==> config.mk <==
export PLATFORM = sky130hd
export DESIGN_NAME = mmu_top
export DESIGN_NICKNAME = d
export VERILOG_FILES = /design/src/mmu_pkg.sv /design/src/tlb_entry.sv /design/src/tlb_fill.sv /design/src/tlb_match.sv /design/src/mmu.sv /design/src/mmu_top.sv
export SDC_FILE = /design/constraint.sdc
export NUM_CORES = 1
export LEC_CHECK = 0
export ABC_AREA = 1
export ABC_CLOCK_PERIOD_IN_PS = 4250
export BUFFER_PORTS_ARGS = -buffer_cell sky130_fd_sc_hd__buf_2
export CORE_MARGIN = 3
export CORE_UTILIZATION = 52
export CTS_CLUSTER_DIAMETER = 150
export DETAILED_ROUTE_END_ITERATION = 12
export PLACE_DENSITY = 0.76
export REMOVE_ABC_BUFFERS = 1
export SLEW_MARGIN = 20
export SYNTH_ARGS = -nofsm -noshare
export SYNTH_HDL_FRONTEND = slang
export SYNTH_SLANG_ARGS = --single-unit
export TNS_END_PERCENT = 100
==> constraint.sdc <==
create_clock -name clk -period 4.25 [get_ports clk]
set_input_delay 0.6375 -clock clk [delete_from_list [all_inputs] [get_ports clk]]
set_output_delay 0.6375 -clock clk [all_outputs]
set_load 0.01 [all_outputs]
==> src/mmu_pkg.sv <==
`default_nettype none

package mmu_pkg;

    localparam int VPN_W      = 20;
    localparam int PPN_W      = 22;
    localparam int PA_W       = 34;
    localparam int PAGE_OFF_W = 12;
    localparam int VA_W       = VPN_W + PAGE_OFF_W;

    // sv32 page-table entry, bit 0 is v
    typedef struct packed {
        logic [PPN_W-1:0] ppn;
        logic [1:0]       rsw;
        logic             d;
        logic             a;
        logic             g;
        logic             u;
        logic             x;
        logic             w;
        logic             r;
        logic             v;
    } pte_t;

    // walker write into one tlb slot
    typedef struct packed {
        logic [VPN_W-1:0] vpn;
        logic             spage;
        pte_t             pte;
    } tlb_wr_t;

    // combined result of all slots
    typedef struct packed {
        logic             hit;
        logic             spage;
        pte_t             pte;
    } tlb_lookup_t;

    typedef enum logic [1:0] {
        PRV_U = 2'd0,
        PRV_S = 2'd1,
        PRV_M = 2'd3
    } prv_t;

    typedef enum logic [1:0] {
        ACC_R = 2'd0,
        ACC_W = 2'd1,
        ACC_X = 2'd2
    } access_t;

    typedef enum logic [1:0] {
        ERR_NONE   = 2'd0,
        ERR_PAGE   = 2'd1,
        ERR_ACCESS = 2'd2
    } xlat_err_t;

    typedef enum logic [1:0] {
        ST_IDLE  = 2'd0,
        ST_CHECK = 2'd1,
        ST_MREQ  = 2'd2,
        ST_PTE   = 2'd3
    } walk_state_t;

endpackage

`default_nettype wire

==> src/tlb_entry.sv <==
`timescale 1ns/1ns
`default_nettype none

module tlb_entry
    import mmu_pkg::*;
(
    input  logic            clk,
    input  logic            rstn,
    input  logic            wr_en,
    input  tlb_wr_t         wr,
    input  logic [VPN_W-1:0] vpn,
    input  logic            flush_req,
    input  logic            flush_all,
    input  logic [VA_W-1:0] flush_vaddr,
    output logic            hit,
    output logic            spage,
    output pte_t            pte
);

    logic             valid;
    logic [VPN_W-1:0] tag;
    logic             spage_q;
    pte_t             pte_q;
    logic             flush_hit;

    // megapage slots ignore vpn0
    function automatic logic vpn_match(logic [VPN_W-1:0] a, logic [VPN_W-1:0] t, logic sp);
        return (a[VPN_W-1:VPN_W/2] == t[VPN_W-1:VPN_W/2]) &&
               (sp || a[VPN_W/2-1:0] == t[VPN_W/2-1:0]);
    endfunction

    assign hit   = valid && vpn_match(vpn, tag, spage_q);
    assign spage = spage_q;
    assign pte   = pte_q;

    assign flush_hit = flush_req &&
                       (flush_all || vpn_match(flush_vaddr[PAGE_OFF_W +: VPN_W], tag, spage_q));

    always_ff @(posedge clk or negedge rstn) begin
        if (!rstn) begin
            valid <= 1'b0;
        end else if (flush_hit) begin
            valid <= 1'b0;
        end else if (wr_en) begin
            valid <= 1'b1;
        end
    end

    always_ff @(posedge clk) begin
        if (wr_en) begin
            tag     <= wr.vpn;
            spage_q <= wr.spage;
            pte_q   <= wr.pte;
        end
    end

endmodule

`default_nettype wire

==> src/tlb_fill.sv <==
`timescale 1ns/1ns
`default_nettype none

module tlb_fill #(
    parameter int TLB_ENTRIES = 4
) (
    input  logic                   clk,
    input  logic                   rstn,
    input  logic                   tlb_we,
    input  logic                   flush_req,
    input  logic                   flush_all,
    output logic [TLB_ENTRIES-1:0] wr_en
);

    localparam int PTR_W = (TLB_ENTRIES > 1) ? $clog2(TLB_ENTRIES) : 1;

    logic [PTR_W-1:0] ptr;
    logic             fill;

    // a flush in the same cycle wins over the write
    assign fill = tlb_we && !flush_req;

    always_ff @(posedge clk or negedge rstn) begin
        if (!rstn) begin
            ptr <= '0;
        end else if (flush_req && flush_all) begin
            ptr <= '0;
        end else if (fill) begin
            if (ptr == PTR_W'(TLB_ENTRIES - 1)) begin
                ptr <= '0;
            end else begin
                ptr <= ptr + 1'b1;
            end
        end
    end

    // victim decode
    assign wr_en = fill ? (TLB_ENTRIES'(1) << ptr) : '0;

    // one walk ends in at most one fill
    a_wr_pulse: assert property (
        @(posedge clk) disable iff (!rstn)
        tlb_we |=> !tlb_we
    ) else $error("tlb_fill: write strobe held for two cycles");

endmodule

`default_nettype wire

==> src/tlb_match.sv <==
`timescale 1ns/1ns
`default_nettype none

module tlb_match
    import mmu_pkg::*;
#(
    parameter int TLB_ENTRIES = 4
) (
    input  logic [TLB_ENTRIES-1:0] hit_vec,
    input  logic [TLB_ENTRIES-1:0] spage_vec,
    input  pte_t [TLB_ENTRIES-1:0] pte_vec,
    output tlb_lookup_t            lookup
);

    logic                     sel_spage;
    logic [$bits(pte_t)-1:0]  sel_pte;

    // and-or mux, at most one hit line is expected
    always_comb begin
        sel_spage = 1'b0;
        sel_pte   = '0;
        for (int i = 0; i < TLB_ENTRIES; i++) begin
            sel_spage = sel_spage | (hit_vec[i] & spage_vec[i]);
            sel_pte   = sel_pte | (pte_vec[i] & {$bits(pte_t){hit_vec[i]}});
        end
    end

    always_comb begin
        lookup.hit   = |hit_vec;
        lookup.spage = sel_spage;
        lookup.pte   = pte_t'(sel_pte);
    end

    // two slots on one page would merge their ptes in the mux
    a_single_hit: assert final ($onehot0(hit_vec))
        else $error("tlb_match: multiple slots hit");

endmodule

`default_nettype wire

==> src/mmu.sv <==
`timescale 1ns/1ns
`default_nettype none

module mmu
    import mmu_pkg::*;
(
    input  logic             clk,
    input  logic             rstn,

    input  logic             va_valid,
    input  logic [VA_W-1:0]  va,
    input  access_t          access,
    input  prv_t             prv,
    input  logic             sum,
    input  logic             mprv,
    input  prv_t             mpp,
    input  logic             satp_mode,
    input  logic [PPN_W-1:0] satp_ppn,

    input  logic             pmp_v,
    input  logic             pmp_l,
    input  logic             pmp_r,
    input  logic             pmp_w,
    input  logic             pmp_x,

    input  tlb_lookup_t      lookup,
    output logic [VPN_W-1:0] tlb_vpn,
    output logic             tlb_we,
    output tlb_wr_t          tlb_wr,

    output logic             m_arvalid,
    output logic [PA_W-1:0]  m_araddr,
    input  logic             m_arready,
    input  logic             m_rvalid,
    input  logic [31:0]      m_rdata,
    input  logic [1:0]       m_rresp,
    input  logic             m_rlast,
    output logic             m_rready,

    output logic             busy,
    output logic             pa_valid,
    output logic [PA_W-1:0]  pa,
    output xlat_err_t        pa_bad
);

    walk_state_t      state;
    walk_state_t      nxt_state;
    logic             accept;
    logic             xlat_en;
    prv_t             prv_eff;
    prv_t             prv_q;
    prv_t             chk_prv;
    access_t          acc_q;
    access_t          chk_acc;
    logic             sum_q;
    logic [VA_W-1:0]  va_q;
    logic [PPN_W-1:0] ppn_q;
    logic             level_q;
    pte_t             pte_q;
    logic             rerr_q;
    logic             ar_done;
    logic             rd_done;
    logic             pte_leaf;
    logic             pte_bad;
    logic             leaf_pf;
    logic             hit_pf;
    logic             pmp_err;
    logic             descend;
    logic             done;
    logic [PA_W-1:0]  res_pa;
    xlat_err_t        res_err;

    function automatic logic page_fault(pte_t p, prv_t pv, access_t a, logic s);
        return (a == ACC_R && !p.r) ||
               (a == ACC_W && !p.w) ||
               (a == ACC_X && !p.x) ||
               (pv == PRV_U && !p.u) ||
               (pv == PRV_S && p.u && (!s || a == ACC_X)) ||
               !p.a ||
               (a == ACC_W && !p.d);
    endfunction

    // megapage keeps vpn0 from the virtual address
    function automatic logic [PA_W-1:0] form_pa(pte_t p, logic sp, logic [VA_W-1:0] v);
        logic [PPN_W-1:0] ppn;
        ppn = p.ppn;
        if (sp) begin
            ppn[VPN_W/2-1:0] = v[PAGE_OFF_W +: VPN_W/2];
        end
        return {ppn, v[PAGE_OFF_W-1:0]};
    endfunction

    function automatic xlat_err_t err_code(logic pf, logic af);
        return pf ? ERR_PAGE : (af ? ERR_ACCESS : ERR_NONE);
    endfunction

    // mprv applies to loads and stores only
    assign prv_eff = (access != ACC_X && mprv) ? mpp : prv;
    assign xlat_en = satp_mode && prv_eff != PRV_M;
    assign accept  = va_valid && !busy;

    assign chk_prv = (state == ST_IDLE) ? prv_eff : prv_q;
    assign chk_acc = (state == ST_IDLE) ? access : acc_q;
    assign pmp_err = (!pmp_v && chk_prv != PRV_M) ||
                     ((pmp_l || chk_prv != PRV_M) &&
                      ((chk_acc == ACC_R && !pmp_r) ||
                       (chk_acc == ACC_W && !pmp_w) ||
                       (chk_acc == ACC_X && !pmp_x)));

    assign pte_leaf = pte_q.r || pte_q.x;
    assign pte_bad  = !pte_q.v || (!pte_q.r && pte_q.w);
    assign leaf_pf  = page_fault(pte_q, prv_q, acc_q, sum_q) ||
                      (level_q && |pte_q.ppn[VPN_W/2-1:0]);
    assign hit_pf   = page_fault(lookup.pte, prv_q, acc_q, sum_q);

    assign tlb_vpn   = va_q[PAGE_OFF_W +: VPN_W];
    assign tlb_wr    = '{vpn: va_q[PAGE_OFF_W +: VPN_W], spage: level_q, pte: pte_q};
    assign m_arvalid = (state == ST_MREQ) && !ar_done;
    assign m_araddr  = {ppn_q, level_q ? va_q[VA_W-1 -: VPN_W/2] : va_q[PAGE_OFF_W +: VPN_W/2],
                        2'b00};
    assign m_rready  = 1'b1;
    assign rd_done   = (state == ST_MREQ) && m_rvalid && m_rlast;

    always_comb begin
        nxt_state = state;
        done      = 1'b0;
        descend   = 1'b0;
        tlb_we    = 1'b0;
        res_pa    = form_pa(pte_q, level_q, va_q);
        res_err   = ERR_NONE;
        case (state)
            ST_IDLE: begin
                res_pa  = {{(PA_W-VA_W){1'b0}}, va};
                res_err = err_code(1'b0, pmp_err);
                if (accept && xlat_en) begin
                    nxt_state = ST_CHECK;
                end else if (accept) begin
                    done = 1'b1;
                end
            end
            ST_CHECK: begin
                res_pa  = form_pa(lookup.pte, lookup.spage, va_q);
                res_err = err_code(hit_pf, pmp_err);
                if (lookup.hit) begin
                    done      = 1'b1;
                    nxt_state = ST_IDLE;
                end else begin
                    nxt_state = ST_MREQ;
                end
            end
            ST_MREQ: begin
                if (rd_done) begin
                    nxt_state = ST_PTE;
                end
            end
            ST_PTE: begin
                nxt_state = ST_IDLE;
                done      = 1'b1;
                if (rerr_q) begin
                    res_err = ERR_ACCESS;
                end else if (pte_bad || (!pte_leaf && !level_q)) begin
                    res_err = ERR_PAGE;
                end else if (!pte_leaf) begin
                    // pointer to the level-0 table
                    done      = 1'b0;
                    descend   = 1'b1;
                    nxt_state = ST_MREQ;
                end else begin
                    res_err = err_code(leaf_pf, pmp_err);
                    tlb_we  = !leaf_pf;
                end
            end
            default: nxt_state = ST_IDLE;
        endcase
    end

    always_ff @(posedge clk or negedge rstn) begin
        if (!rstn) begin
            state    <= ST_IDLE;
            busy     <= 1'b0;
            pa_valid <= 1'b0;
            ar_done  <= 1'b0;
        end else begin
            state    <= nxt_state;
            pa_valid <= done;
            if (accept) begin
                busy <= 1'b1;
            end else if (pa_valid) begin
                busy <= 1'b0;
            end
            if (rd_done) begin
                ar_done <= 1'b0;
            end else if (m_arvalid && m_arready) begin
                ar_done <= 1'b1;
            end
        end
    end

    always_ff @(posedge clk) begin
        if (accept) begin
            va_q  <= va;
            acc_q <= access;
            prv_q <= prv_eff;
            sum_q <= sum;
        end
        if (accept) begin
            ppn_q   <= satp_ppn;
            level_q <= 1'b1;
        end else if (descend) begin
            ppn_q   <= pte_q.ppn;
            level_q <= 1'b0;
        end
        if (rd_done) begin
            pte_q  <= pte_t'(m_rdata);
            rerr_q <= (m_rresp != 2'b00);
        end
        if (done) begin
            pa     <= res_pa;
            pa_bad <= res_err;
        end
    end

    a_no_req_busy: assert property (
        @(posedge clk) disable iff (!rstn)
        va_valid |-> !busy
    ) else $error("mmu: va_valid while busy");

    // a walk only starts on a miss, so its fill never aliases a live slot
    a_fill_on_miss: assert property (
        @(posedge clk) disable iff (!rstn)
        tlb_we |-> !lookup.hit
    ) else $error("mmu: tlb write for a page that already hits");

endmodule

`default_nettype wire

==> src/mmu_top.sv <==
`timescale 1ns/1ns
`default_nettype none

module mmu_top
    import mmu_pkg::*;
#(
    parameter int TLB_ENTRIES = 4
) (
    input  logic             clk,
    input  logic             rstn,

    input  logic             va_valid,
    input  logic [VA_W-1:0]  va,
    input  access_t          access,
    input  prv_t             prv,
    input  logic             sum,
    input  logic             mprv,
    input  prv_t             mpp,
    input  logic             satp_mode,
    input  logic [PPN_W-1:0] satp_ppn,

    input  logic             pmp_v,
    input  logic             pmp_l,
    input  logic             pmp_r,
    input  logic             pmp_w,
    input  logic             pmp_x,

    input  logic             flush_req,
    input  logic             flush_all,
    input  logic [VA_W-1:0]  flush_vaddr,

    output logic             m_arvalid,
    output logic [PA_W-1:0]  m_araddr,
    input  logic             m_arready,
    input  logic             m_rvalid,
    input  logic [31:0]      m_rdata,
    input  logic [1:0]       m_rresp,
    input  logic             m_rlast,
    output logic             m_rready,

    output logic             busy,
    output logic             pa_valid,
    output logic [PA_W-1:0]  pa,
    output xlat_err_t        pa_bad
);

    logic [VPN_W-1:0]       tlb_vpn;
    logic                   tlb_we;
    tlb_wr_t                tlb_wr;
    tlb_lookup_t            lookup;
    logic [TLB_ENTRIES-1:0] wr_en;
    logic [TLB_ENTRIES-1:0] hit_vec;
    logic [TLB_ENTRIES-1:0] spage_vec;
    pte_t [TLB_ENTRIES-1:0] pte_vec;

    mmu u_mmu (
        .clk       (clk),
        .rstn      (rstn),
        .va_valid  (va_valid),
        .va        (va),
        .access    (access),
        .prv       (prv),
        .sum       (sum),
        .mprv      (mprv),
        .mpp       (mpp),
        .satp_mode (satp_mode),
        .satp_ppn  (satp_ppn),
        .pmp_v     (pmp_v),
        .pmp_l     (pmp_l),
        .pmp_r     (pmp_r),
        .pmp_w     (pmp_w),
        .pmp_x     (pmp_x),
        .lookup    (lookup),
        .tlb_vpn   (tlb_vpn),
        .tlb_we    (tlb_we),
        .tlb_wr    (tlb_wr),
        .m_arvalid (m_arvalid),
        .m_araddr  (m_araddr),
        .m_arready (m_arready),
        .m_rvalid  (m_rvalid),
        .m_rdata   (m_rdata),
        .m_rresp   (m_rresp),
        .m_rlast   (m_rlast),
        .m_rready  (m_rready),
        .busy      (busy),
        .pa_valid  (pa_valid),
        .pa        (pa),
        .pa_bad    (pa_bad)
    );

    tlb_fill #(
        .TLB_ENTRIES (TLB_ENTRIES)
    ) u_tlb_fill (
        .clk       (clk),
        .rstn      (rstn),
        .tlb_we    (tlb_we),
        .flush_req (flush_req),
        .flush_all (flush_all),
        .wr_en     (wr_en)
    );

    for (genvar i = 0; i < TLB_ENTRIES; i++) begin : g_entry
        tlb_entry u_tlb_entry (
            .clk         (clk),
            .rstn        (rstn),
            .wr_en       (wr_en[i]),
            .wr          (tlb_wr),
            .vpn         (tlb_vpn),
            .flush_req   (flush_req),
            .flush_all   (flush_all),
            .flush_vaddr (flush_vaddr),
            .hit         (hit_vec[i]),
            .spage       (spage_vec[i]),
            .pte         (pte_vec[i])
        );
    end

    tlb_match #(
        .TLB_ENTRIES (TLB_ENTRIES)
    ) u_tlb_match (
        .hit_vec   (hit_vec),
        .spage_vec (spage_vec),
        .pte_vec   (pte_vec),
        .lookup    (lookup)
    );

endmodule

`default_nettype wire

# == Word level (Yosys, flattened, before mapping) ==
# Cells that the tools add are included.
# totals
ff_bits,352
in_bits,142
output_inout_bits,74
wordCells,297
# op_classes
add_sub_neg,1
eq_ne,30
shift,1
n_mux,54
bitwise_logic,14
reduce_logical,121
# op_table
operator,n
$eq A10 B10 Y1,16
$and A32 B32 Y32,4
$or A32 B32 Y32,3
$pmux W34 S2,1
$logic_and A1 B1 Y1,48
$mux W22,2
$mux W2,18
$logic_or A1 B1 Y1,33
$mux W10,3
$mux W1,26
$logic_not A1 Y1,24
$reduce_bool A2 Y1,9
$eq A2 B2 Y1 const B,5
$reduce_or A10 Y1,1
$eq A2 B1 Y1 const B,4
$logic_not A2 Y1,4
$ne A2 B2 Y1 const B,4
$pmux W2 S4,1
$pmux W2 S3,1
$and A1 B1 Y1,4
$mux W4,1
$reduce_or A4 Y1,1
$shl A1 B2 Y4 const A,1
$or A1 B1 Y1,3
other kinds (4),4

# == Longest topological paths before layout ==
# logic_depth
ltp_word,18
ltp_mapped,18
mapped_depth_nobuf,17

# == Modules after synthesis ==
# Synthesis repeated with hierarchy kept, for this count alone.
# unflattened
cells_unflattened,1571
hier_area_um2,16433.3
# modules_own_cells
module,instances,cells_each,area_each_um2,seq_area_each_um2
tlb_entry,4,170,2204.6,1616.6
mmu,1,546,5953.2,3988.8
tlb_match,1,317,1465.2,0.0
tlb_fill,1,28,196.4,50.0

# == Worst setup path before layout ==
# OpenSTA, ideal clock, no wires.
# synth_path
kind,register to register
startpoint,"reg u_mmu.pte_q, in the netlist u_mmu.tlb_wr[17]"
endpoint,reg g_entry[2].u_tlb_entry.valid
setup_time_ns,0.085
arrival_ns,3.654
path_slack_ns,0.510
stages_incl_launch_ff,12
n_path_buf,0
synth_period_minus_slack_ns,3.740
path_cell_list,edfxtp_1 nor2_1 nand3_1 o21ai_0 nand3_1 inv_1 nand3_1 inv_1 nand3_1 nor2_1 o21ai_0 a21oi_1
# synth_via
elab_chain_len,11
# synth_rtl
element,line_no,rtl
from (decl),mmu.sv:59,pte_t pte_q;
from (signal assigned),mmu.sv:214,pte_q <= pte_t'(m_rdata);
$reduce_or A10 Y1,mmu.sv:113,(level_q && |pte_q.ppn[VPN_W/2-1:0]);
$logic_and A1 B1 Y1,mmu.sv:113,
$logic_or A1 B1 Y1,mmu.sv:112,"assign leaf_pf = page_fault(pte_q, prv_q, acc_q, sum_q) ||"
$logic_not A1 Y1,mmu.sv:170,tlb_we = !leaf_pf;
$mux W1,mmu.sv:163,end else if (!pte_leaf) begin
$mux W1,mmu.sv:161,end else if (pte_bad || (!pte_leaf && !level_q)) begin
$mux W1,mmu.sv:159,if (rerr_q) begin
$mux W1,mmu.sv:131,case (state)
$logic_and A1 B1 Y1,tlb_fill.sv:21,assign fill = tlb_we && !flush_req;
$mux W4,tlb_fill.sv:38,assign wr_en = fill ? (TLB_ENTRIES'(1) << ptr) : '0;
named net g_entry[2].u_tlb_entry.wr_en,tlb_entry.sv:9,"input logic wr_en,"
$reduce_bool A2 Y1 (no source line),-,
to (signal assigned),tlb_entry.sv:41,valid <= 1'b0;
to (signal assigned),tlb_entry.sv:43,valid <= 1'b0;
to (signal assigned),tlb_entry.sv:45,valid <= 1'b1;
to (decl),tlb_entry.sv:20,logic valid;
# The timed path passes the listed nets, and every way through them passes these cells.
# A chain may end at the register's enable or synchronous reset.

# == Worst setup path after layout ==
# layout_path
startpoint,reg u_mmu.state[1]
endpoint,out m_arvalid
# layout_via
elab_chain_len,2
# layout_rtl
element,line_no,rtl
from (decl),mmu.sv:46,walk_state_t state;
from (signal assigned),mmu.sv:184,state <= nxt_state;
$eq A2 B2 Y1,mmu.sv:118,assign m_arvalid = (state == ST_MREQ) && !ar_done;
$logic_and A1 B1 Y1,mmu.sv:118,
to (decl),mmu_top.sv:32,"output logic m_arvalid,"
# Every way passes these cells.

==> results.json <==
{
  "power_mw": 8.855,
  "grt_overflow": 0,
  "cp_slowest_cell": "dfrtp_1",
  "cts_resized": 0,
  "vias": 11570,
  "grt_usage": 0.2562,
  "cts_sinks": 333,
  "synthFlopType": "edfxtp_1",
  "crit_path_end_kind": "primary output",
  "p_leak_nw": 7.390,
  "setup_violations": 0,
  "synth_edf_count": 321,
  "critPathMaxStageDelay_ns": 1.04,
  "switching_share": 0.2727,
  "pin_count": 216,
  "numCtsBuffers": 35,
  "max_cap_violations": 0,
  "antenna_found_initial": 3,
  "rr_startpoint": "u_mmu.va_q[29]",
  "via_per_inst": 5.556,
  "fin_crit_sh": 0.7919,
  "port_buffers": 197,
  "placed_cells": 2017,
  "critical_path_arrival_ns": 2.73,
  "die_y_um": 177.4,
  "hold_viol": 0,
  "synthArstFlopShare": 0.03303,
  "worstMarginPinSlew_ns": 1.057,
  "clock_latency_ns": 0.52,
  "rows": 62,
  "root_buffer": "clkbuf_16",
  "clk_pin_slew_ns": 0.07,
  "switching_power_mw": 2.415,
  "crit_path_start_kind": "flip-flop",
  "yosys_warnings": 0,
  "ant_nets": 0,
  "holdWs_ns": 0.05556,
  "wirelength_um": 40590,
  "dp_hpwl_um": 27470,
  "cts_hold_buf": 0,
  "grt_pass1_wl_um": 62280,
  "drt-initial-drc-count": 1267,
  "synth_cells": 1458,
  "fin_setup_tns_ns": 0,
  "powerDensity_nw_per_um2": 492.1,
  "status": "finished clean",
  "die_area_um2": 31480,
  "seq_power_share": 0.478,
  "wl_per_cell_um": 19.50,
  "drive_above_1_share": 0.1909,
  "grt_pass1_vias": 11460,
  "p_comb_frac": 0.151,
  "synth-seq-area-share": 0.6501,
  "path_max_fanout": 21,
  "cts_tree": "yes",
  "clockBufferDepth": 3,
  "drt-pass1-iter-count": 8,
  "die_width_um": 177.4,
  "layout.cells.non_filler": 2082,
  "globalplace.congestion": 0.9247,
  "slew_headroom": 0.2956,
  "pwr-share-clk": 0.371,
  "avgSynthCellArea_um2": 10.48,
  "ff2ff_path_depth": 11,
  "critPathBufInv": 3,
  "synth_seq_cells": 333,
  "finalCriticalPeriod_ns": 3.365,
  "drc": 0,
  "syn_to_final_growth_pct": 17.75,
  "htree_levels": 2,
  "rsz0062_at_grt": "no",
  "intPower_mw": 6.440,
  "ff2ff_setup_slack_ns": 1.06,
  "worst_ir_drop_vdd_uv": 371.1,
  "cp_top_family": "flip-flops",
  "worstSetupPathType": "reg -> out",
  "fin_skew_ns": 0.01655,
  "yosysUniqueCellTypes": 54,
  "netlist_area_um2": 15280,
  "crit_required_ns": 3.61,
  "r2r-end": "u_mmu.pa[17]",
  "slew_violations": 0,
  "core_um2": 28860,
  "path_cells": "inv_1 -> nor2_1 -> inv_1 -> nor2_1 -> buf_2",
  "layout.nets": 1816,
  "hold_path.class": "in -> async",
  "start_util": 0.5295,
  "postCtsSetupBuffers": 0,
  "grt_max_degree": 73,
  "fmax_ghz": 0.2971
}
-- logic make-up after synthesis --
| family | synth area share |
|---|---|
| simple gates | 0.1927 |
| flops | 0.6501 |
| buf+inv | 0.05609 |
| compound gates | 0.06354 |
| xor+xnor | 0.03382 |
| fa+ha+maj | 0.003275 |
| other cells | 0.0004915 |
-- state kept, by name, summed over array words and instances (netlist names), 2 cells and up --
| name | cells |
|---|---|
| g_entry.u_tlb_entry.pte | 112 |
| g_entry.u_tlb_entry.tag | 80 |
| u_mmu.pa | 34 |
| u_mmu.va_q | 32 |
| u_mmu.tlb_wr | 29 |
| u_mmu.ppn_q | 22 |
| g_entry.u_tlb_entry.spage | 4 |
| g_entry.u_tlb_entry.valid | 4 |
| u_mmu.acc_q | 2 |
| u_mmu.pa_bad | 2 |
| u_mmu.prv_q | 2 |
| u_mmu.state | 2 |
| u_tlb_fill.ptr | 2 |
-- cell type report --
cell class              instances  area [um^2]
repair buffers                218         1181
multi-input cells             923         4538
fillers                      2272        10860
inverters                     159        604.3
diodes                          1        2.502
well taps                     384        480.5
clock inverters                25        319.1
clock buffers                  39        933.4
flip-flops and latches        333         9935
-- cells in the mapped netlist (13+ instances only) --
cell        n  share of area
buf_4      14         0.0069
o21ai_0    65          0.021
inv_1     141          0.035
xnor2_1    29          0.017
nor4_1     13         0.0053
edfxtp_1  321           0.63
inv_2      14         0.0034
xor2_1     30          0.017
a21oi_1    47          0.015
nand4_1    28          0.011
clkbuf_1   17         0.0042
nand2_1   412           0.10
nor2_1    106          0.026
nand3_1    94          0.031
-- how the worst max path moves through the flow --
stage,depth (start not counted),slack (ns),end,startpoint
floorplan,8,0.05,g_entry[2].u_tlb_entry.valid,u_mmu.level_q
global placement,11,1.16,u_mmu.pa[15],u_mmu.va_q[29]
detailed placement,11,1.06,u_mmu.pa[15],u_mmu.va_q[29]
CTS,5,0.94,m_arvalid,u_mmu.state[1]
global route,5,0.85,m_arvalid,u_mmu.state[1]
finish,5,0.88,m_arvalid,u_mmu.state[1]
-- cell usage in the layout (no fill, tap or decap), drive strengths merged, types with 5 or more instances in the layout --
cell,count
xnor2,29
clkbuf,39
dfrtp,11
nor3,10
a21oi,48
clkinv,17
nand3,95
o21ai,72
nor4,13
nand2,420
bufinv,7
buf,218
a221oi,11
inv,158
a22oi,8
nor2,109
xor2,30
edfxtp,321
or2,8
o22ai,5
nand4,28
-- metrics by stage --
step           worst slack (ns)    util  instance area (um^2)
2_1_floorplan           0.05477       -                 15030
3_3_place_gp              1.162  0.5800                 16740
3_5_place_dp              1.060  0.5800                 16740
4_1_cts                  0.9356  0.6234                 17990
5_1_grt                  0.8475  0.6235                 17990
6_report                 0.8846  0.6235                 17990
-- power by group through the flow --
stage | clock network, mW | logic (mW) | registers [mW]
after floorplan | 0 | 0.681 | 4.27
after global placement | 0 | 1.29 | 4.28
after detailed placement | 0 | 1.33 | 4.29
after CTS | 3.32 | 1.33 | 4.23
after global routing | 3.45 | 1.48 | 4.26
final | 3.28 | 1.34 | 4.23
-- per-layer routing --
metal | vias to the layer above | global-route usage | share of wire
li1 | 5388 | - | -
met4 | 4 | 0.09031 | 0.027
met5 | - | 0 | 0.00047
met1 | 5397 | 0.3502 | 0.40
met3 | 101 | 0.05477 | 0.11
met2 | 677 | 0.4092 | 0.47
No activity file was read; power rests on OpenSTA's default activity.
